===== config.mk =====
export PLATFORM = sky130hd
export DESIGN_NAME = mem_arbiter
export DESIGN_NICKNAME = d
export VERILOG_FILES = /design/src/common/rvseed_pkg.sv /design/src/verilog/mem_arbiter.sv
export VERILOG_INCLUDE_DIRS = /design/src /design/src/common
export SDC_FILE = /design/constraint.sdc
export NUM_CORES = 1
export LEC_CHECK = 0
export BUFFER_PORTS_ARGS = -buffer_cell sky130_fd_sc_hd__buf_2
export CORE_AREA = 2 2 240 242
export DETAILED_ROUTE_END_ITERATION = 8
export DIE_AREA = 0 0 242 244
export GPL_TIMING_DRIVEN = 0
export MAX_ROUTING_LAYER = met4
export PLACE_DENSITY = 0.3
export SYNTH_ARGS = -nofsm -noshare
export SYNTH_HDL_FRONTEND = slang
export SYNTH_SLANG_ARGS = --single-unit

===== constraint.sdc =====
create_clock -name clk -period 1.4 [get_ports clk]
set_clock_uncertainty 0.2 [all_clocks]
set_input_delay 0.14 -clock clk [delete_from_list [all_inputs] [get_ports clk]]
set_output_delay 0.14 -clock clk [all_outputs]
set_load 0.05 [all_outputs]

===== src/common/rvseed_settings.svh =====
`ifndef RVSEED_SETTINGS_SVH
`define RVSEED_SETTINGS_SVH

// address and data width
`define XLEN 64
// instruction word width
`define INST_W 32

// first fetch address out of reset
`define RESET_PC 64'h0000_0000_8000_0000

// base of the memory slave window
`define MEM_BASE 64'h0000_0000_8000_0000
// 64-bit words in the slave
`define MEM_WORDS 256
// cycles from AR handshake to R valid
`define MEM_LAT 3

// addi x0, x0, 0
`define NOP_INST 32'h0000_0013

`endif


===== src/common/rvseed_pkg.sv =====
`default_nettype none

`include "rvseed_settings.svh"

package rvseed_pkg;

  // one request on the shared memory port
  typedef struct packed {
    logic                 valid;
    logic                 write;
    logic [`XLEN-1:0]     addr;
    logic [`XLEN-1:0]     wdata;
    logic [`XLEN/8-1:0]   strb;
  } mem_req_t;

  // one result back from the port
  typedef struct packed {
    logic                 valid;
    logic                 err;
    logic [`XLEN-1:0]     rdata;
  } mem_rsp_t;

  // fetched instruction with its own pc
  typedef struct packed {
    logic                 valid;
    logic [`XLEN-1:0]     pc;
    logic [`INST_W-1:0]   inst;
  } inst_t;

  // new pc from the back end
  typedef struct packed {
    logic                 valid;
    logic [`XLEN-1:0]     target;
  } redirect_t;

  // who currently owns the memory port
  typedef enum logic [1:0] {ID_NONE, ID_FETCH, ID_DATA} req_id_e;

  typedef enum logic [1:0] {FS_IDLE, FS_ISSUE, FS_WAIT, FS_DROP} fetch_state_e;

  typedef enum logic [2:0] {AX_IDLE, AX_AR, AX_R, AX_AW_W, AX_B} axi_state_e;

  // only the two codes this slave ever returns
  typedef enum logic [1:0] {
    RESP_OKAY   = 2'b00,
    RESP_SLVERR = 2'b10
  } axi_resp_e;

endpackage

`default_nettype wire


===== src/verilog/mem_arbiter.sv =====
`timescale 1ns/1ps
`default_nettype none

module mem_arbiter (
  input  logic                 clk,
  input  logic                 rst_n,
  input  rvseed_pkg::mem_req_t fetch_req_i,
  input  rvseed_pkg::mem_req_t data_req_i,
  input  rvseed_pkg::mem_rsp_t port_rsp_i,
  input  logic                 port_done_i,
  output rvseed_pkg::mem_req_t port_req_o,
  output rvseed_pkg::mem_rsp_t fetch_rsp_o,
  output rvseed_pkg::mem_rsp_t data_rsp_o,
  output logic                 wr_done_o
);
  import rvseed_pkg::*;

  req_id_e owner_q;

  // grant only from idle, data side first
  // owner held until the master reports done
  always_ff @(posedge clk or negedge rst_n) begin
    if (!rst_n) begin
      owner_q <= ID_NONE;
    end else if (owner_q == ID_NONE) begin
      if (data_req_i.valid)
        owner_q <= ID_DATA;
      else if (fetch_req_i.valid)
        owner_q <= ID_FETCH;
    end else if (port_done_i) begin
      owner_q <= ID_NONE;
    end
  end

  // requesters hold their payload, so a plain mux is enough
  always_comb begin
    unique case (owner_q)
      ID_DATA:  port_req_o = data_req_i;
      ID_FETCH: port_req_o = fetch_req_i;
      default:  port_req_o = '0;
    endcase
  end

  // steer the result back by owner
  always_comb begin
    fetch_rsp_o       = port_rsp_i;
    fetch_rsp_o.valid = port_rsp_i.valid && (owner_q == ID_FETCH);
    data_rsp_o        = port_rsp_i;
    data_rsp_o.valid  = port_rsp_i.valid && (owner_q == ID_DATA);
  end

  // stores have no read data, only the B completion
  assign wr_done_o = port_done_i && (owner_q == ID_DATA) && data_req_i.write;

  // owner is stable for the whole transaction
  assert property (@(posedge clk) disable iff (!rst_n)
    (owner_q != ID_NONE && !port_done_i) |=> $stable(owner_q));

  // master never finishes something that was not granted
  assert property (@(posedge clk) disable iff (!rst_n)
    port_done_i |-> (owner_q != ID_NONE));

endmodule

`default_nettype wire


==> results_dict.tcl <==
set metrics [dict create \
    yosysWarnings 0 \
    vdd.ir_drop.worst_mv 1.16 \
    drt-pass1-iter-count 4 \
    lkg_pwr_uw 0.00507 \
    largest-register "owner_q" \
    clock.fmax_mhz 449 \
    largest_register_ffs 2 \
    floorplan.initialDensity_pct 5.79 \
    syn2layout_area_growth_pct 235 \
    worst_pin_slew_ps 283 \
    post-route-worst-setup-slack_ps -829 \
    finalHoldViolCount 0 \
    worst_r2r_path_depth 5 \
    final-setup-viol-count 141 \
    nFillCells 6222 \
    layout_min_cycle_time_ps 2230 \
    wl_per_cell_microns 16.2 \
    slowest_stage "dfrtp_2" \
    core.rowCount 87 \
    critical_path_cell_count 8 \
    max_stage_delay_ps 430 \
    power_density_nw_per_um2 2640 \
    worst_ep_arrival_time_ps 1890 \
    ctsLongestPathBuffers 2 \
    grt_max_degree 11 \
    post-route-cell-area_sq_um 10900 \
    cts_root_buf "clkbuf_16" \
    cts.clk_slew.worst_paths_ps 30 \
    maxCapViolations 0 \
    layout.cells.most_common "buf_2" \
    postSynthAreaPerCell_sq_um 6.95 \
    cts-buffers-inserted 3 \
    final_antenna_violating_net_count 0 \
    grt_pass1_wl_microns 40100 \
    netlist_area_sq_um 3250 \
    hold_class "primary input to register" \
    post-route-period-util_pct 159 \
    place_congestion 0.904 \
    min_path_cells 3 \
    finalNonFillerCells 1817 \
    drive_above_1_share_pct 98.8 \
    clock_sinks 2 \
    worst_path_dominant_cell_family "buffers and inverters" \
    violated_checks "negative setup slack" \
    grt_pass1_vias 6202 \
    cp_max_fo 5 \
    cp-end-kind "primary output" \
    critPathKind "register to primary output" \
    die_width_microns 242 \
    postRouteWirelength_microns 29500 \
    critical_path.n_buffers_inverters 5 \
    dpl.cell_count 1774 \
    required_ps 1060 \
    syn_nets 816 \
    report.final.slew_viol_count 0 \
    antenna-diode-count 0 \
    outcome "finished with violations" \
    io_buffer_count 550 \
    register_area_sq_um 52.6 \
    die_h_microns 244 \
    core_occupancy_in_the_finished_layout_pct 19.4 \
    ys_seq_elements 2 \
    postSynthCellCount 468 \
    route.detailed.vias_per_inst 3.24 \
    clock_tree.htree_level_count 1 \
    path_cells "buf_12 > ha_4 > buf_12 > buf_12 > buf_12 > a22oi_2 > nor2b_4 > buf_8" \
    synth.lib_cells_used.distinct 14 \
    detailedPlacementHpwl_microns 22800 \
    drcViolationCount 0 \
    gr-usage-all-layers_pct 9.34 \
    tritoncts "yes" \
    timing.critical_path.from_type "register" \
    io-pin-count 616 \
    clk_latency_ps 220 \
    relSlewSlack_pct 81.1 \
    multi_input_comb_area_sq_um 3630 \
    core_region_area_sq_um 56200 \
    largest_registers "owner_q x2" \
    crit_path_frequent_cell "buf_12" \
    setup_repair_after_global_routing_missed_its_margin "yes" \
    placed_area_sq_um 7840 \
    route.vias.total 5890 \
    die_area_sq_um 59000 \
    detailedRoute.firstIterationViolations 88 \
    synth.yosys.seq_area_share_pct 1.54 \
    grt_overflow_total 0 \
    r2r_slack_ps 50 \
    most-common-layout-cells "409 x buf_2, 144 x buf_4, 132 x a22oi_2" \
    final_net_count 1411 \
    grt_antenna_before_repair 3 \
]
==> worst paths after layout <==
check,start,to
setup / recovery,owner_q[0],port_req_o[63]
hold / removal,data_req_i[137],owner_q[0]
setup reg to reg,owner_q[0],owner_q[1]
hold reg to reg,owner_q[0],owner_q[0]
max in group asynchronous,rst_n,owner_q[1]
min in group asynchronous,rst_n,owner_q[0]
==> synth_stat cells <==
cell type	n	area, sq um
a22oi_1	138	1040
and2_1	2	12.5
and3_1	1	6.26
buf_2	27	135
buf_4	135	1010
clkbuf_1	14	52.6
dfrtp_1	2	50.1
ha_1	3	37.5
inv_1	2	7.51
nand2b_1	1	6.26
nor2_1	1	3.75
nor2b_1	140	876
o22a_1	1	8.76
o32ai_1	1	8.76
==> routing by layer <==
| metal | track usage, % | vias to the layer above | share of wire, % |
|---|---|---|---|
| met2 | 19.2 | 402 | 57 |
| met3 | 1.20 | 35 | 5.9 |
| met4 | 2.12 | 0 | 2.4 |
| met1 | 9.19 | 2738 | 34 |
| li1 | - | 2715 | - |
| met5 | - | - | 0 |
==> power by group <==
group	internal, uW	total [uW]	switching [uW]
clock network	364	436	71.6
logic	13400	28200	14800
registers	89.6	135	45.1
==> cell families (layout without fill, tap and decap cells) <==
logic type | Yosys count | count (layout) | synth area share, %
AO/OA/AOI/OAI | 140 | 140 | 32.4
adder cells (fa/ha/maj) | 3 | 3 | 1.15
buffers and inverters | 178 | 771 | 37.1
flip-flops | 2 | 2 | 1.54
AND/OR/NAND/NOR | 145 | 145 | 27.8
==> cell type report <==
type                            count  share of cell area (%)
Buffer                            170                    15.3
Clock buffer                        3                   0.688
Inverter                            2                  0.0917
Multi-Input combinational cell    288                    33.2
Sequential cell                     2                   0.481
Tap cell                          756                    8.66
Timing Repair Buffer              596                    41.5
==> through the flow <==
stage	setup slack, ps	total power [uW]	hold slack, ps	setup TNS [ps]
2_1_floorplan	-485	14600	-356	-51660
3_3_place_gp	-1420	19100	-270	-123270
3_5_place_dp	-1470	19000	-270	-127880
4_1_cts	-858	28300	59.8	-110480
5_1_grt	-889	30100	80.5	-112360
6_report	-829	28800	47.6	-104120
==> timing repair <==
action                                  4_1_cts  5_1_grt
hold buffers                                  2        0
hold endpoints to repair                      3        0
gates resized for setup                     541       90
pin swaps                                    37       32
endpoints found under the setup margin      141      142
gates cloned                                 14        3
setup buffers                                21       11
==> worst min-delay path, cell delays in order <==
cell	delay, ps
buf_2	100
nand2b_4	120
o32ai_1	60
Note: power is estimated with default switching activity, not from simulation.
