## src/common/rvseed_settings.svh

```systemverilog
`ifndef RVSEED_SETTINGS_SVH
`define RVSEED_SETTINGS_SVH

// address and data width
`define XLEN 64
// instruction word width
`define INST_W 32

// first fetch address out of reset
`define RESET_PC 64'h0000_0000_8000_0000

// base of the memory slave window
`define MEM_BASE 64'h0000_0000_8000_0000
// 64-bit words in the slave
`define MEM_WORDS 256
// cycles from AR handshake to R valid
`define MEM_LAT 3

// addi x0, x0, 0
`define NOP_INST 32'h0000_0013

`endif

```

## src/common/rvseed_pkg.sv

```systemverilog
`default_nettype none

`include "rvseed_settings.svh"

package rvseed_pkg;

  // one request on the shared memory port
  typedef struct packed {
    logic                 valid;
    logic                 write;
    logic [`XLEN-1:0]     addr;
    logic [`XLEN-1:0]     wdata;
    logic [`XLEN/8-1:0]   strb;
  } mem_req_t;

  // one result back from the port
  typedef struct packed {
    logic                 valid;
    logic                 err;
    logic [`XLEN-1:0]     rdata;
  } mem_rsp_t;

  // fetched instruction with its own pc
  typedef struct packed {
    logic                 valid;
    logic [`XLEN-1:0]     pc;
    logic [`INST_W-1:0]   inst;
  } inst_t;

  // new pc from the back end
  typedef struct packed {
    logic                 valid;
    logic [`XLEN-1:0]     target;
  } redirect_t;

  // who currently owns the memory port
  typedef enum logic [1:0] {ID_NONE, ID_FETCH, ID_DATA} req_id_e;

  typedef enum logic [1:0] {FS_IDLE, FS_ISSUE, FS_WAIT, FS_DROP} fetch_state_e;

  typedef enum logic [2:0] {AX_IDLE, AX_AR, AX_R, AX_AW_W, AX_B} axi_state_e;

  // only the two codes this slave ever returns
  typedef enum logic [1:0] {
    RESP_OKAY   = 2'b00,
    RESP_SLVERR = 2'b10
  } axi_resp_e;

endpackage

`default_nettype wire

```

## src/axi/axi_master.sv

```systemverilog
`timescale 1ns/1ps
`default_nettype none

`include "rvseed_settings.svh"

module axi_master (
  input  logic                  clk,
  input  logic                  rst_n,
  input  rvseed_pkg::mem_req_t  req_i,
  output rvseed_pkg::mem_rsp_t  rsp_o,
  output logic                  done_o,
  // read address / data
  output logic                  axi_ar_valid_o,
  input  logic                  axi_ar_ready_i,
  output logic [`XLEN-1:0]      axi_ar_addr_o,
  input  logic                  axi_r_valid_i,
  output logic                  axi_r_ready_o,
  input  logic [`XLEN-1:0]      axi_r_data_i,
  input  rvseed_pkg::axi_resp_e axi_r_resp_i,
  // write address / data / response
  output logic                  axi_aw_valid_o,
  input  logic                  axi_aw_ready_i,
  output logic [`XLEN-1:0]      axi_aw_addr_o,
  output logic                  axi_w_valid_o,
  input  logic                  axi_w_ready_i,
  output logic [`XLEN-1:0]      axi_w_data_o,
  output logic [`XLEN/8-1:0]    axi_w_strb_o,
  input  logic                  axi_b_valid_i,
  output logic                  axi_b_ready_o,
  input  rvseed_pkg::axi_resp_e axi_b_resp_i
);
  import rvseed_pkg::*;

  axi_state_e state_q, state_d;
  mem_req_t   req_q;
  mem_rsp_t   rsp_q;
  logic       done_q;
  logic       accept, r_hs, b_hs;

  // done_q blocks the stale request still on the port for one cycle
  assign accept = (state_q == AX_IDLE) && req_i.valid && !done_q;
  assign r_hs   = (state_q == AX_R) && axi_r_valid_i && axi_r_ready_o;
  assign b_hs   = (state_q == AX_B) && axi_b_valid_i && axi_b_ready_o;

  always_comb begin
    state_d = state_q;
    unique case (state_q)
      AX_IDLE: if (accept)
        state_d = req_i.write ? AX_AW_W : AX_AR;
      AX_AR: if (axi_ar_ready_i)
        state_d = AX_R;
      AX_R: if (r_hs)
        state_d = AX_IDLE;
      // slave takes aw and w together
      AX_AW_W: if (axi_aw_ready_i && axi_w_ready_i)
        state_d = AX_B;
      AX_B: if (b_hs)
        state_d = AX_IDLE;
      default: state_d = AX_IDLE;
    endcase
  end

  always_ff @(posedge clk or negedge rst_n) begin
    if (!rst_n) begin
      state_q <= AX_IDLE;
      done_q  <= 1'b0;
      rsp_q   <= '0;
    end else begin
      state_q     <= state_d;
      done_q      <= r_hs || b_hs;
      rsp_q.valid <= r_hs;
      if (r_hs) begin
        rsp_q.err   <= (axi_r_resp_i == RESP_SLVERR);
        rsp_q.rdata <= axi_r_data_i;
      end else if (b_hs) begin
        // write status only, no read data
        rsp_q.err <= (axi_b_resp_i == RESP_SLVERR);
      end
    end
  end

  // request payload, held for the whole transaction
  always_ff @(posedge clk) begin
    if (accept)
      req_q <= req_i;
  end

  assign axi_ar_valid_o = (state_q == AX_AR);
  assign axi_ar_addr_o  = req_q.addr;
  // fixed read latency, never stall R
  assign axi_r_ready_o  = 1'b1;
  assign axi_aw_valid_o = (state_q == AX_AW_W);
  assign axi_aw_addr_o  = req_q.addr;
  assign axi_w_valid_o  = (state_q == AX_AW_W);
  assign axi_w_data_o   = req_q.wdata;
  assign axi_w_strb_o   = req_q.strb;
  assign axi_b_ready_o  = (state_q == AX_B);

  assign rsp_o  = rsp_q;
  assign done_o = done_q;

  // AR held with a stable address until the slave takes it
  assert property (@(posedge clk) disable iff (!rst_n)
    (axi_ar_valid_o && !axi_ar_ready_i) |=> (axi_ar_valid_o && $stable(axi_ar_addr_o)));

endmodule

`default_nettype wire

```

## config.mk

```make
export PLATFORM = sky130hd
export DESIGN_NAME = axi_master
export DESIGN_NICKNAME = d
export VERILOG_FILES = /design/src/common/rvseed_pkg.sv /design/src/axi/axi_master.sv
export VERILOG_INCLUDE_DIRS = /design/src /design/src/common
export SDC_FILE = /design/constraint.sdc
export NUM_CORES = 1
export LEC_CHECK = 0
export ABC_CLOCK_PERIOD_IN_PS = 20900
export BUFFER_PORTS_ARGS = -buffer_cell sky130_fd_sc_hd__buf_2
export CORE_AREA = 2 2 187 189
export CTS_CLUSTER_SIZE = 14
export DETAILED_ROUTE_END_ITERATION = 6
export DIE_AREA = 0 0 189 191
export PLACE_DENSITY = 0.47
export SYNTH_ARGS = -nofsm -noshare
export SYNTH_HDL_FRONTEND = slang
export SYNTH_SLANG_ARGS = --single-unit
```

## constraint.sdc

```tcl
create_clock -name clk -period 20.9 [get_ports clk]
set_input_delay 4.18 -clock clk [delete_from_list [all_inputs] [get_ports clk]]
set_output_delay 4.18 -clock clk [all_outputs]
set_load 0.03 [all_outputs]
```

==> qor.txt <==
======================================================================================
Leakage                                                                        4.87 nW
RSZ-0062 raised after global routing                                             false
GRT Util Overall                                                                 11.9%
Number of buffers inserted by port buffering                                       483
Top-count cell post-synth                                                 sky130_fd_sc_hd__edfxtp_1
Cell Area, Placed                                                             9910 um2
Core Footprint                                                               34100 um2
Die area                                                                     36100 um2
Synth warnings                                                                       0
Setup total negative slack                                                        0 ns
Worst clock skew                                                             0.0116 ns
Routed wire length                                                            22900 um
Most frequent cells after synthesis                                       sky130_fd_sc_hd__edfxtp_1, sky130_fd_sc_hd__dfrtp_1, sky130_fd_sc_hd__buf_4
Cell with the largest stage delay on the worst path                       sky130_fd_sc_hd__buf_4
Number of synthesized flops with an enable pin                                     136
Clock slew at the register clock pins of the worst setup and hold paths        0.06 ns
Die outline width                                                               189 um
DR vias                                                                           4799
Share of cells above drive strength 1                                            71.3%
Worst skew pair latency                                                        0.52 ns
Final global-route overflow total                                                    0
Period minus WS final                                                          6.14 ns
Worst slew margin relative to its limit                                          25.5%
First-pass GRT wire length                                                    31900 um
Sink Count                                                                         206
Critical path's largest stage delay                                            0.88 ns
CTS Hold Buffers Added                                                               0
Final std cell area, no fill                                                 10700 um2
Async S/R FF share, synth                                                        34.0%
Drt drc                                                                              0
Standard-cell row count                                                             68
Post-synthesis cell count                                                          372
Number of pins with negative max-slew slack in the final report                      0
Pin count of the biggest net entering global routing                                85
Maximum net fanout on the critical path                                             84
I/O Pins                                                                           485
Leading register cell type out of synthesis                               sky130_fd_sc_hd__edfxtp_1
Buffer type at the clock tree root                                        sky130_fd_sc_hd__clkbuf_16
Classification of the worst-slack hold path                               flop to flop
Per-cell routed wire length                                                    17.8 um
Run status                                                                finished, final reports clean
Type of element launching the critical path                                 input port
Resize count post-CTS                                                                0
Sequential element share of the synthesized area                                 78.0%
Post-CTS setup buffers                                                               0
Synthesis-to-layout area growth                                                  43.5%
Data required time at the worst endpoint                                      21.03 ns
Clock tree from TritonCTS                                                          yes
Filler cells                                                                      3475
Worst-case clock buffer depth                                                        3
Initial antenna violation count                                                      4
CP endpoint kind                                                                  flop
Fraction of synthesized cell area taken by the top area cell type                54.6%
Mean post-synth cell area                                                     20.1 um2
Power density of the placed cells                                           163 nW/um2
Number of nets with antenna violations after detailed routing                        0
Worst hold path stage count                                                          1
Die H                                                                           191 um
Final Cycle Share                                                                29.4%
Setup WS pre-CTS                                                              14.15 ns
Synth Cell Area                                                               7480 um2
Post-synthesis cell type count                                                      25
Launch instance of the worst register-to-register path                    state_q[1]$_DFFE_PN0P_
Starting density of the core                                                     21.9%
Area contributors post-synth                                              sky130_fd_sc_hd__edfxtp_1, sky130_fd_sc_hd__dfrtp_1, sky130_fd_sc_hd__mux2_4, sky130_fd_sc_hd__buf_4, sky130_fd_sc_hd__mux2_2
Critical-path cell list                                                   buf_2 > nor2b_1 > nand2_1 > nor2_4 > buf_4 > buf_4
Setup violation total in the final timing report                                     0
Most Frequent Cell on Critical Path                                       sky130_fd_sc_hd__buf_4
Data arrival time of the critical path                                         6.28 ns
Slew at the pin closest to its max-slew limit                                  1.12 ns
Worst setup slack for register-to-register paths                              18.08 ns
Starting DRT DRC Count                                                             140
PnR worst setup slack                                                         14.76 ns
Post-Route Utilization                                                           31.4%
Syn nets                                                                           585
VDD IR max                                                                   0.0829 mV
Endpoint of the lowest-slack register-to-register path                    axi_ar_addr_o[32]$_DFFE_PP_
Worst hold start                                                          rsp_o[0]$_DFFE_PN0P_
Number of max-cap violations                                                         0
Gpl congestion                                                                   0.790
Via count of the first global-routing pass                                        4979
Layout net count                                                                  1024
Length in cells of the worst reg-to-reg path                                         5
Post-synthesis register bit count                                                  206
Inserted Clock Buffers                                                              24
Fmax                                                                           163 MHz
Detailed Place HPWL                                                           17500 um
Detail-routed via count per cell                                                  3.73
Detailed-router iteration count before antenna repair                                4
Hold worst-path end                                                       rsp_o[0]$_DFFE_PN0P_
# H-tree levels                                                                      1
Total power after layout                                                       1.74 mW
Number of failing hold endpoints at the final stage                                  0
Critical path type                                                        input port to flop
Area leader, netlist                                                      sky130_fd_sc_hd__edfxtp_1
======================================================================================
==> registers in the layout (all words and copies together), names as in the netlist <==
| register | cells |
|---|---|
| done_o | 1 |
| axi_w_data_o | 64 |
| rsp_o | 66 |
| axi_ar_addr_o | 64 |
| state_q | 3 |
| axi_w_strb_o | 8 |
==> report_power, final <==
part           switching [mW]  internal [mW]
Clock                   0.168          0.262
Combinational           0.453          0.209
Sequential             0.0645          0.588
==> worst max path at each step <==
stage / endpoint / from / slack (ns)
6_report: axi_ar_addr_o[32]$_DFFE_PP_ / req_i[137] / 14.76
5_1_grt: axi_ar_addr_o[22]$_DFFE_PP_ / req_i[137] / 14.58
4_1_cts: axi_ar_addr_o[31]$_DFFE_PP_ / req_i[137] / 14.71
3_5_place_dp: axi_w_data_o[53]$_DFFE_PP_ / req_i[137] / 14.15
3_3_place_gp: axi_w_data_o[43]$_DFFE_PP_ / req_i[137] / 14.20
2_1_floorplan: axi_ar_addr_o[0]$_DFFE_PP_ / req_i[137] / 10.17
==> kinds of logic after synthesis <==
| family | Yosys count | synth area share (%) |
|---|---|---|
| buffers and inverters | 75 | 7.93 |
| muxes | 66 | 11.9 |
| and+or+nand+nor | 18 | 1.56 |
| AOI/OAI and AO/OA | 6 | 0.536 |
| other | 1 | 0.0502 |
| DFF | 206 | 78.0 |
==> area by class of cell <==
type | count | area (um2) | area share, %
Antenna cell | 2 | 5.00 | 0.0467
Multi-Input combinational cell | 91 | 1060 | 9.84
Tap cell | 455 | 569 | 5.31
Clock inverter | 9 | 97.6 | 0.910
Clock buffer | 34 | 712 | 6.64
Inverter | 1 | 3.75 | 0.0350
Sequential cell | 206 | 5840 | 54.4
Timing Repair Buffer | 487 | 2450 | 22.8
==> placed cells by master (no fill, tap or decap), types with 3 or more instances in the layout <==
cell / n
sky130_fd_sc_hd__nand2b_1: 3
sky130_fd_sc_hd__buf_2: 483
sky130_fd_sc_hd__clkbuf_16: 27
sky130_fd_sc_hd__nor2b_1: 3
sky130_fd_sc_hd__buf_4: 4
sky130_fd_sc_hd__dfrtp_1: 70
sky130_fd_sc_hd__edfxtp_1: 136
sky130_fd_sc_hd__clkbuf_1: 6
sky130_fd_sc_hd__mux2_4: 39
sky130_fd_sc_hd__mux2_2: 26
sky130_fd_sc_hd__clkinv_2: 5
==> per-layer routing <==
metal | vias to the layer above | track usage [%] | share of wire (%)
met3 | 30 | 3.69 | 9.4
met5 | - | 0 | 0
li1 | 2168 | - | -
met4 | 0 | 2.94 | 1.5
met1 | 2311 | 14.2 | 39
met2 | 290 | 20.9 | 51
==> through the flow <==
stage               cells  hold slack (ns)
finish               1285            0.500
floorplan             372            0.528
global placement     1240            0.488
CTS                  1283            0.504
detailed placement   1240            0.487
global route         1284            0.513
==> critical path, delay by kind of cell <==
kind | cells | cell delay (ns)
buffers and inverters | 3 | 1.51
and+or+nand+nor | 3 | 0.43
(Power assumes the default switching activity.)
