--- config.mk ---
export PLATFORM = sky130hd
export DESIGN_NAME = fetch_ctrl
export DESIGN_NICKNAME = d
export VERILOG_FILES = /design/src/common/rvseed_pkg.sv /design/src/fetch_ctrl/fetch_ctrl.sv
export VERILOG_INCLUDE_DIRS = /design/src /design/src/common
export SDC_FILE = /design/constraint.sdc
export NUM_CORES = 1
export LEC_CHECK = 0
export BUFFER_PORTS_ARGS = -buffer_cell sky130_fd_sc_hd__buf_2
export CORE_AREA = 2 2 169 171
export CTS_CLUSTER_DIAMETER = 100
export DETAILED_ROUTE_END_ITERATION = 8
export DIE_AREA = 0 0 171 173
export PLACE_DENSITY_LB_ADDON = 0.1
export SKIP_CTS_REPAIR_TIMING = 1
export SYNTH_ARGS = -nofsm -noshare
export SYNTH_HDL_FRONTEND = slang
export SYNTH_SLANG_ARGS = --single-unit
export TNS_END_PERCENT = 10
--- constraint.sdc ---
create_clock -name clk -period 2.7 [get_ports clk]
set_clock_uncertainty 0.2 [all_clocks]
set_input_delay 0.405 -clock clk [delete_from_list [all_inputs] [get_ports clk]]
set_output_delay 0.405 -clock clk [all_outputs]
set_load 0.01 [all_outputs]
--- src/common/rvseed_settings.svh ---
`ifndef RVSEED_SETTINGS_SVH
`define RVSEED_SETTINGS_SVH

// address and data width
`define XLEN 64
// instruction word width
`define INST_W 32

// first fetch address out of reset
`define RESET_PC 64'h0000_0000_8000_0000

// base of the memory slave window
`define MEM_BASE 64'h0000_0000_8000_0000
// 64-bit words in the slave
`define MEM_WORDS 256
// cycles from AR handshake to R valid
`define MEM_LAT 3

// addi x0, x0, 0
`define NOP_INST 32'h0000_0013

`endif

--- src/common/rvseed_pkg.sv ---
`default_nettype none

`include "rvseed_settings.svh"

package rvseed_pkg;

  // one request on the shared memory port
  typedef struct packed {
    logic                 valid;
    logic                 write;
    logic [`XLEN-1:0]     addr;
    logic [`XLEN-1:0]     wdata;
    logic [`XLEN/8-1:0]   strb;
  } mem_req_t;

  // one result back from the port
  typedef struct packed {
    logic                 valid;
    logic                 err;
    logic [`XLEN-1:0]     rdata;
  } mem_rsp_t;

  // fetched instruction with its own pc
  typedef struct packed {
    logic                 valid;
    logic [`XLEN-1:0]     pc;
    logic [`INST_W-1:0]   inst;
  } inst_t;

  // new pc from the back end
  typedef struct packed {
    logic                 valid;
    logic [`XLEN-1:0]     target;
  } redirect_t;

  // who currently owns the memory port
  typedef enum logic [1:0] {ID_NONE, ID_FETCH, ID_DATA} req_id_e;

  typedef enum logic [1:0] {FS_IDLE, FS_ISSUE, FS_WAIT, FS_DROP} fetch_state_e;

  typedef enum logic [2:0] {AX_IDLE, AX_AR, AX_R, AX_AW_W, AX_B} axi_state_e;

  // only the two codes this slave ever returns
  typedef enum logic [1:0] {
    RESP_OKAY   = 2'b00,
    RESP_SLVERR = 2'b10
  } axi_resp_e;

endpackage

`default_nettype wire

--- src/fetch_ctrl/fetch_ctrl.sv ---
`timescale 1ns/1ps
`default_nettype none

`include "rvseed_settings.svh"

module fetch_ctrl (
  input  logic                  clk,
  input  logic                  rst_n,
  input  rvseed_pkg::redirect_t redirect_i,
  input  logic                  stall_i,
  input  logic [`XLEN-1:0]      pc_i,
  input  rvseed_pkg::mem_rsp_t  fetch_rsp_i,
  output rvseed_pkg::mem_req_t  fetch_req_o,
  output logic                  pc_adv_o,
  output logic                  pc_load_o,
  output rvseed_pkg::inst_t     inst_o
);
  import rvseed_pkg::*;

  fetch_state_e state_q, state_d;
  logic         hit;

  // live result of a fetch nobody redirected away from
  assign hit = (state_q == FS_ISSUE || state_q == FS_WAIT) &&
               fetch_rsp_i.valid && !redirect_i.valid;

  assign pc_load_o = redirect_i.valid;
  assign pc_adv_o  = hit;

  always_comb begin
    state_d = state_q;
    unique case (state_q)
      // stay idle on redirect so the flight pc picks up the target
      FS_IDLE: if (!redirect_i.valid && !stall_i)
        state_d = FS_ISSUE;
      FS_ISSUE, FS_WAIT: begin
        if (fetch_rsp_i.valid)
          state_d = FS_IDLE;
        else if (redirect_i.valid)
          state_d = FS_DROP;
        else
          state_d = FS_WAIT;
      end
      // stale fetch still owns the port, wait it out
      FS_DROP: if (fetch_rsp_i.valid)
        state_d = FS_IDLE;
      default: state_d = FS_IDLE;
    endcase
  end

  always_ff @(posedge clk or negedge rst_n) begin
    if (!rst_n)
      state_q <= FS_IDLE;
    else
      state_q <= state_d;
  end

  // request held as a level until its result is back
  always_comb begin
    fetch_req_o       = '0;
    fetch_req_o.valid = (state_q != FS_IDLE);
    fetch_req_o.addr  = pc_i;
  end

  // pick the 32-bit half by pc bit 2, bus error shows as nop
  always_comb begin
    inst_o.valid = hit;
    inst_o.pc    = pc_i;
    inst_o.inst  = `NOP_INST;
    if (hit && !fetch_rsp_i.err)
      inst_o.inst = pc_i[2] ? fetch_rsp_i.rdata[2*`INST_W-1:`INST_W]
                            : fetch_rsp_i.rdata[`INST_W-1:0];
  end

  // a stalled idle cycle never launches a request
  assert property (@(posedge clk) disable iff (!rst_n)
    (state_q == FS_IDLE && stall_i) |=> !fetch_req_o.valid);

endmodule

`default_nettype wire

==> impl_metrics.json, run 1 <==
{
  "critPathCaptureType": "output pin",
  "crit_arrival_ns": 1.92,
  "layout_common_cells": "buf_2, conb_1, mux2i_1",
  "wirelength_mm": 5.45,
  "p_leak_nw": 1.09,
  "drive_gt1_share_pct": 43.2,
  "firstDrtPassIters": 3,
  "synth_seq_cells": 2,
  "vias": 1286,
  "clk_pin_slew_ns": 0.03,
  "period_share_pct": 93.7,
  "core_area_um2": 27600,
  "clock_path_buffers": 2,
  "max_cap_violations": 0,
  "dp_hpwl_mm": 4.85,
  "row_count": 61,
  "slew_headroom_pct": 64.4,
  "hold_viol_final": 0,
  "fill_cells": 3349,
  "cts_tree": "built",
  "routabilityCongestion": 0.682,
  "crit_type": "flop to output pin",
  "synth_area_um2": 2170,
  "die_x_um": 171,
  "diodes": 0,
  "drc": 0,
  "numCtsBuffers": 3,
  "instances_no_fill": 651,
  "regMostFlops": "state_q",
  "tightest_slew_ns": 0.534,
  "power_density_nw_per_um2": 325,
  "grt_max_degree": 33,
  "final_common_cell": "buf_2",
  "fin_crit_ns": 2.53,
  "grt_pass1_vias": 1247,
  "syn_avg_cell_area_um2": 7.38,
  "startpoint_type": "flop",
  "finalSetupTns_ns": 0,
  "grt_overflow_total": 0,
  "cts_sinks": 2,
  "cts_max_level": 1,
  "ys_warn_count": 0,
  "synth.distinct_cells": 19,
  "worst_hold_slack_ns": 0.307,
  "slowest_delay_ns": 0.35,
  "initial_core_util_pct": 7.86,
  "crit_chain": "inv_1 > ha_1 > nand3b_1 > or2_1 > buf_12 > a211o_1 > buf_2",
  "gr-usage-all-layers_pct": 3.29,
  "cp_data_required_time_ns": 2.10,
  "synthToLayoutAreaGrowth_pct": -5.94,
  "place_area_um2": 1960,
  "cp_max_fo": 32,
  "largest_reg_flops": 2,
  "setup_viol": 0,
  "insertion_delay_ns": 0.22,
  "clock-root-buffer": "clkbuf_16",
  "seq_area_frac_synth_pct": 2.31,
  "ioPinCount": 435,
  "rsz0062_at_grt": "no",
  "register_area_um2": 50.0,
  "nets": 475,
  "grt_pass1_wl_mm": 7.24,
  "vdd_drop_max_v": 0.0000916,
  "postRouteAntennaNets": 0,
  "antenna_found_initial": 0,
  "maxSlewViolCount": 0,
  "max_freq_mhz": 395,
  "dieArea_um2": 29600,
  "dp_cells": 647,
  "portBuffers": 108,
  "cp_slowest_cell": "dfrtp_1",
  "multi_input_comb_area_um2": 805,
  "vias_per_cell": 1.98,
  "drt_iter0_drc": 13,
  "final_area_um2": 2040,
  "post_drt_wl_per_cell_um": 8.37,
  "synthCells": 294,
  "largest_registers": "state_q (2)",
  "hold_path.class": "input pin to asynchronous set/reset pin",
  "die_h_um": 173,
  "outcome": "completed"
}
==> cell families (layout without fill, tap and decap cells) <==
kind of cell	after synthesis	in the layout	synth area share [%]
mux	31	31	14.4
fa+ha+maj	2	2	1.15
other cells	1	73	0.173
flops	2	2	2.31
simple gates	36	36	6.97
compound gates	6	6	1.96
buf+inv	216	123	73.1
==> final cells by class <==
cell class / count / share of cell area [%]
inverters: 5 / 0.919
multi-input cells: 148 / 39.4
well taps: 378 / 23.2
clock buffers: 3 / 3.68
flip-flops and latches: 2 / 2.45
repair buffers: 115 / 30.4
==> metal layers <==
metal	up-vias	track usage [%]	part of all wire (%)
li1	593	-	-
met5	-	0	0
met3	37	1.08	12
met2	131	5.95	51
met1	525	3.05	32
met4	0	2.44	4.8
==> report_power, final <==
part	total (mW)	internal, mW	leakage, nW	switching (mW)
Clock	0.221	0.188	0.0370	0.0325
Sequential	0.0532	0.0452	0.0245	0.00800
Combinational	0.390	0.168	1.03	0.222
Total	0.664	0.402	1.09	0.262
==> worst max-delay path: cells and delay by family, from the launching register on <==
| kind | cells | cell delay (ns) |
|---|---|---|
| DFF | 1 | 0.35 |
| AOI/OAI and AO/OA | 1 | 0.27 |
| adders and majority gates | 1 | 0.32 |
| and+or+nand+nor | 2 | 0.37 |
| buffers and inverters | 3 | 0.36 |
==> final timing paths <==
kind | startpoint | endpoint | slack, ns | cells past startpoint
min in group clk | fetch_rsp_i[65] | state_q[1]$_DFFE_PN0P_ | 0.32 | 3
max in group asynchronous | rst_n | state_q[1]$_DFFE_PN0P_ | 1.89 | 2
worst min register to register | state_q[0]$_DFFE_PN0P_ | state_q[0]$_DFFE_PN0P_ | 0.34 | 1
worst min-delay path | rst_n | state_q[0]$_DFFE_PN0P_ | 0.31 | 2
worst max register to register | state_q[0]$_DFFE_PN0P_ | state_q[0]$_DFFE_PN0P_ | 1.17 | 4
worst max-delay path | state_q[0]$_DFFE_PN0P_ | inst_o[4] | 0.17 | 7
==> cells in the mapped netlist (all sizes together) <==
master  count  area, um^2
buf       209        1560
mux2i      30         300
nor2       29         109
inv         5        18.8
a211o       3        26.3
nor2b       3        18.8
clkbuf      2        7.51
dfrtp       2        50.1
ha          2        25.0
o21ai       2        10.0
conb        1        3.75
mux2        1        11.3
nand2       1        3.75
nand2b      1        6.26
nand3b      1        7.51
o22ai       1        6.26
or2         1        6.26
==> through the flow <==
step / power, mW / setup slack [ns] / utilization (%)
2_1_floorplan: 0.574 / 0.555 / -
3_3_place_gp: 0.455 / 0.369 / 7.08
3_5_place_dp: 0.452 / 0.367 / 7.08
4_1_cts: 0.678 / 0.131 / 7.35
5_1_grt: 0.721 / 0.0440 / 7.39
6_report: 0.664 / 0.171 / 7.39
No activity file was read; power rests on OpenSTA's default activity.
==> run 2: changes to the inputs <==
==> constraint.sdc (replaced) <==
create_clock -name clk -period 2.7 [get_ports clk]
set_clock_uncertainty 0.2 [all_clocks]
set_input_delay 0.405 -clock clk [delete_from_list [all_inputs] [get_ports clk]]
set_output_delay 0.405 -clock clk [all_outputs]
set_load 0.1 [all_outputs]
==> impl_metrics.json, run 2 (synthesis results as in run 1) <==
{
  "max_cap_violations": 0,
  "startpoint_type": "flop",
  "core_area_um2": 27600,
  "largest_reg_flops": 2,
  "synthToLayoutAreaGrowth_pct": 19.2,
  "dp_hpwl_mm": 4.33,
  "die_x_um": 171,
  "drive_gt1_share_pct": 53.5,
  "post_drt_wl_per_cell_um": 7.82,
  "drt_iter0_drc": 16,
  "critPathTopFamily": "simple AND/OR/NAND/NOR gates",
  "fill_cells": 3277,
  "outcome": "completed",
  "dieArea_um2": 29600,
  "crit_type": "flop to output pin",
  "p_leak_nw": 1.17,
  "seq_power_share_pct": 3.3,
  "rsz0062_at_grt": "no",
  "cts_tree": "built",
  "crit_buf_inv": 2,
  "routabilityCongestion": 0.620,
  "r2r-start": "state_q[0]$_DFFE_PN0P_",
  "nets": 475,
  "wirelength_mm": 5.09,
  "rrSetupSlack_ns": 1.16,
  "layout_common_cells": "buf_2, conb_1, buf_12",
  "grt_max_degree": 25,
  "vdd_drop_max_v": 0.000249,
  "min_from": "fetch_rsp_i[65]",
  "vias": 1292,
  "r2r_end": "state_q[0]$_DFFE_PN0P_",
  "power_switching_share_pct": 66.9,
  "grt_pass1_vias": 1206,
  "portBuffers": 108,
  "row_count": 61,
  "finalSetupTns_ns": 0,
  "worstHoldEndpoint": "state_q[1]$_DFFE_PN0P_",
  "critPathCaptureType": "output pin",
  "initial_core_util_pct": 7.86,
  "cts_sinks": 2,
  "postRouteAntennaNets": 0,
  "regMostFlops": "state_q",
  "r2r_cells": 4,
  "cp_max_fo": 7,
  "max_freq_mhz": 391,
  "clock-root-buffer": "clkbuf_16",
  "cp_slowest_cell": "dfrtp_1",
  "largest_registers": "state_q (2)",
  "final_common_cell": "buf_2",
  "die_h_um": 173,
  "p_clk_share_pct": 13.9,
  "drc": 0,
  "min_path_cells": 3,
  "power_density_nw_per_um2": 617,
  "period_share_pct": 94.7,
  "cp_data_required_time_ns": 2.10,
  "clk_pin_slew_ns": 0.03,
  "firstDrtPassIters": 4,
  "crit_chain": "inv_1 > ha_4 > nand3b_1 > or2_4 > a211o_1 > buf_2",
  "hold_viol_final": 0,
  "crit_arrival_ns": 1.95,
  "fin_crit_ns": 2.56,
  "p_int_mw": 0.528,
  "diodes": 0,
  "instances_no_fill": 651,
  "antenna_found_initial": 0,
  "grt_pass1_wl_mm": 6.87,
  "insertion_delay_ns": 0.22,
  "gr-usage-all-layers_pct": 2.93,
  "setup_viol": 0,
  "clock_path_buffers": 2,
  "cts_max_level": 1,
  "p_sw_mw": 1.07,
  "numCtsBuffers": 3,
  "ioPinCount": 435,
  "vias_per_cell": 1.98,
  "grt_overflow_total": 0,
  "slowest_delay_ns": 0.35,
  "dp_cells": 645,
  "combPwrFrac_pct": 82.7,
  "hold_path.class": "input pin to flop",
  "maxSlewViolCount": 0
}
## run 2: worst max-delay path by stage
stage                      startpoint    endpoint  slack (ns)  depth (start not counted)
2_1_floorplan  state_q[0]$_DFFE_PN0P_  inst_o[10]       -0.42                          7
3_3_place_gp   state_q[0]$_DFFE_PN0P_  inst_o[18]        0.09                          7
3_5_place_dp   state_q[0]$_DFFE_PN0P_  inst_o[17]        0.06                          7
4_1_cts        state_q[0]$_DFFE_PN0P_  inst_o[17]       -0.16                          7
5_1_grt        state_q[0]$_DFFE_PN0P_  inst_o[27]        0.01                          7
6_report       state_q[0]$_DFFE_PN0P_   inst_o[1]        0.14                          6
## run 2: power groups by stage
stage               sequential (mW)  combinational (mW)  clock [mW]
finish                       0.0535                1.32       0.222
global route                 0.0565                1.39       0.231
CTS                          0.0536                1.29       0.225
detailed placement           0.0553                1.29           0
global placement             0.0537                1.30           0
floorplan                    0.0523                1.99           0
## run 2: final cells by class
class                   count  area (um^2)  share of cell area, %
repair buffers            115         1080                   41.8
multi-input cells         148          890                   34.4
well taps                 378          473                   18.3
clock buffers               3         75.1                   2.90
flip-flops and latches      2         50.0                   1.93
inverters                   5         18.8                  0.725
## run 2: tightest hold or removal path: cells and delay by family
| family | cells | cell delay [ns] |
|---|---|---|
| buf+inv | 1 | 0.11 |
| simple gates | 1 | 0.10 |
| mux | 1 | 0.06 |
## run 2: routing by layer
metal	track usage (%)	routed length, um	up-vias
li1	-	-	596
met1	2.73	1570	543
met2	5.44	2670	120
met3	1.33	715	33
met4	1.24	132	0
met5	0	0	-
## run 2: stage by stage
stage	worst slack [ns]	instance area, um^2	power [mW]	util (%)	hold slack (ns)
after CTS	-0.157	2520	1.57	9.14	-0.232
after detailed placement	0.0597	2450	1.35	8.87	-0.00106
after floorplan	-0.415	2500	2.05	-	-0.0906
after global routing	0.0147	2590	1.68	9.37	0.324
after global placement	0.0863	2450	1.35	8.87	-0.00257
final	0.143	2590	1.60	9.37	0.303
==> run 3: changes to the inputs <==
- PLACE_DENSITY_LB_ADDON: 0.1 -> default
==> impl_metrics.json, run 3 (synthesis results as in run 1) <==
{
  "regMostFlops": "state_q",
  "finalSetupTns_ns": 0,
  "fin_crit_ns": 2.60,
  "clk_pin_slew_ns": 0.03,
  "cts_sinks": 2,
  "dieArea_um2": 29600,
  "startpoint_type": "flop",
  "power_switching_share_pct": 66.5,
  "clock_path_buffers": 2,
  "largest_reg_flops": 2,
  "cts_max_level": 1,
  "min_path_cells": 3,
  "numCtsBuffers": 3,
  "nets": 477,
  "worst_hold_slack_ns": 0.307,
  "dp_slack_ns": 0.112,
  "final_common_cell": "buf_2",
  "critPathCaptureType": "output pin",
  "hold_path.class": "input pin to flop",
  "final_core_util_pct": 9.54,
  "drc": 0,
  "largest_registers": "state_q (2)",
  "max_freq_mhz": 385,
  "p_leak_nw": 1.20,
  "wirelength_mm": 5.98,
  "min_from": "fetch_rsp_i[65]",
  "core_area_um2": 27600,
  "dp_cells": 645,
  "rrSetupSlack_ns": 1.13,
  "gr-usage-all-layers_pct": 3.35,
  "portBuffers": 108,
  "drt_iter0_drc": 23,
  "die_h_um": 173,
  "die_x_um": 171,
  "postRouteAntennaNets": 0,
  "max_cap_violations": 0,
  "grt_pass1_wl_mm": 7.29,
  "firstDrtPassIters": 2,
  "seq_power_share_pct": 3.4,
  "combPwrFrac_pct": 82.9,
  "layout_setup_ws_ns": 0.101,
  "antenna_found_initial": 0,
  "p_int_mw": 0.542,
  "clock-root-buffer": "clkbuf_16",
  "crit_type": "flop to output pin",
  "worstHoldEndpoint": "state_q[1]$_DFFE_PN0P_",
  "crit_arrival_ns": 1.99,
  "hold_viol_final": 0,
  "grt_max_degree": 23,
  "vias_per_cell": 2.15,
  "outcome": "completed",
  "dp_hpwl_mm": 5.11,
  "setup_viol": 0,
  "grt_pass1_vias": 1246,
  "layout_common_cells": "buf_2, conb_1, buf_12",
  "instances_no_fill": 653,
  "post_drt_wl_per_cell_um": 9.16,
  "p_clk_share_pct": 13.7,
  "diodes": 0,
  "r2r_end": "state_q[0]$_DFFE_PN0P_",
  "vdd_drop_max_v": 0.000224,
  "cts_tree": "built",
  "r2r_cells": 4,
  "routabilityCongestion": 0.575,
  "ioPinCount": 435,
  "insertion_delay_ns": 0.22,
  "synthToLayoutAreaGrowth_pct": 21.4,
  "grt_overflow_total": 0,
  "r2r-start": "state_q[0]$_DFFE_PN0P_",
  "vias": 1407,
  "maxSlewViolCount": 0,
  "cp_data_required_time_ns": 2.10,
  "row_count": 61,
  "p_sw_mw": 1.08,
  "power_density_nw_per_um2": 615,
  "initial_core_util_pct": 7.86,
  "cp_max_fo": 6,
  "period_share_pct": 96.2,
  "drive_gt1_share_pct": 53.1
}
run 3: power groups by stage:
stage / Clock, mW / Sequential, mW / Combinational, mW
floorplan: 0 / 0.0523 / 1.99
global placement: 0 / 0.0531 / 1.29
detailed placement: 0 / 0.0549 / 1.30
CTS: 0.228 / 0.0546 / 1.30
global route: 0.233 / 0.0581 / 1.40
finish: 0.222 / 0.0545 / 1.34
run 3: routing by layer:
metal  up-vias  share of wire [%]  track usage (%)
met5         -                  0                0
li1        603                  -                -
met4         0                 11             4.59
met3        62                 16             1.65
met2       176                 46             5.34
met1       566                 27             2.53
run 3: how the worst max path moves through the flow:
stage	start	endpoint	slack, ns	cells past startpoint
finish	state_q[0]$_DFFE_PN0P_	inst_o[1]	0.10	6
detailed placement	state_q[0]$_DFFE_PN0P_	inst_o[26]	0.11	7
floorplan	state_q[0]$_DFFE_PN0P_	inst_o[10]	-0.42	7
CTS	state_q[0]$_DFFE_PN0P_	inst_o[26]	-0.13	7
global placement	state_q[0]$_DFFE_PN0P_	inst_o[26]	0.14	7
global route	state_q[0]$_DFFE_PN0P_	inst_o[25]	-0.006	7
run 3: final cells by class:
type | instances | area [um^2]
inverters | 5 | 18.8
fillers | 3233 | 25000
well taps | 378 | 473
clock buffers | 3 | 75.1
flip-flops and latches | 2 | 50.0
repair buffers | 116 | 1110
multi-input cells | 149 | 906
run 3: metrics by stage:
stage               total power, mW  cell area (um^2)
floorplan                      2.05              2500
global placement               1.34              2480
detailed placement             1.35              2480
CTS                            1.58              2550
global route                   1.69              2640
finish                         1.62              2640
run 3: worst max-delay path, stage by stage (launching register included):
cell	delay, ns
dfrtp_1	0.36
inv_1	0.08
ha_4	0.28
nand3b_1	0.12
or2_2	0.40
a211o_1	0.34
buf_12	0.18
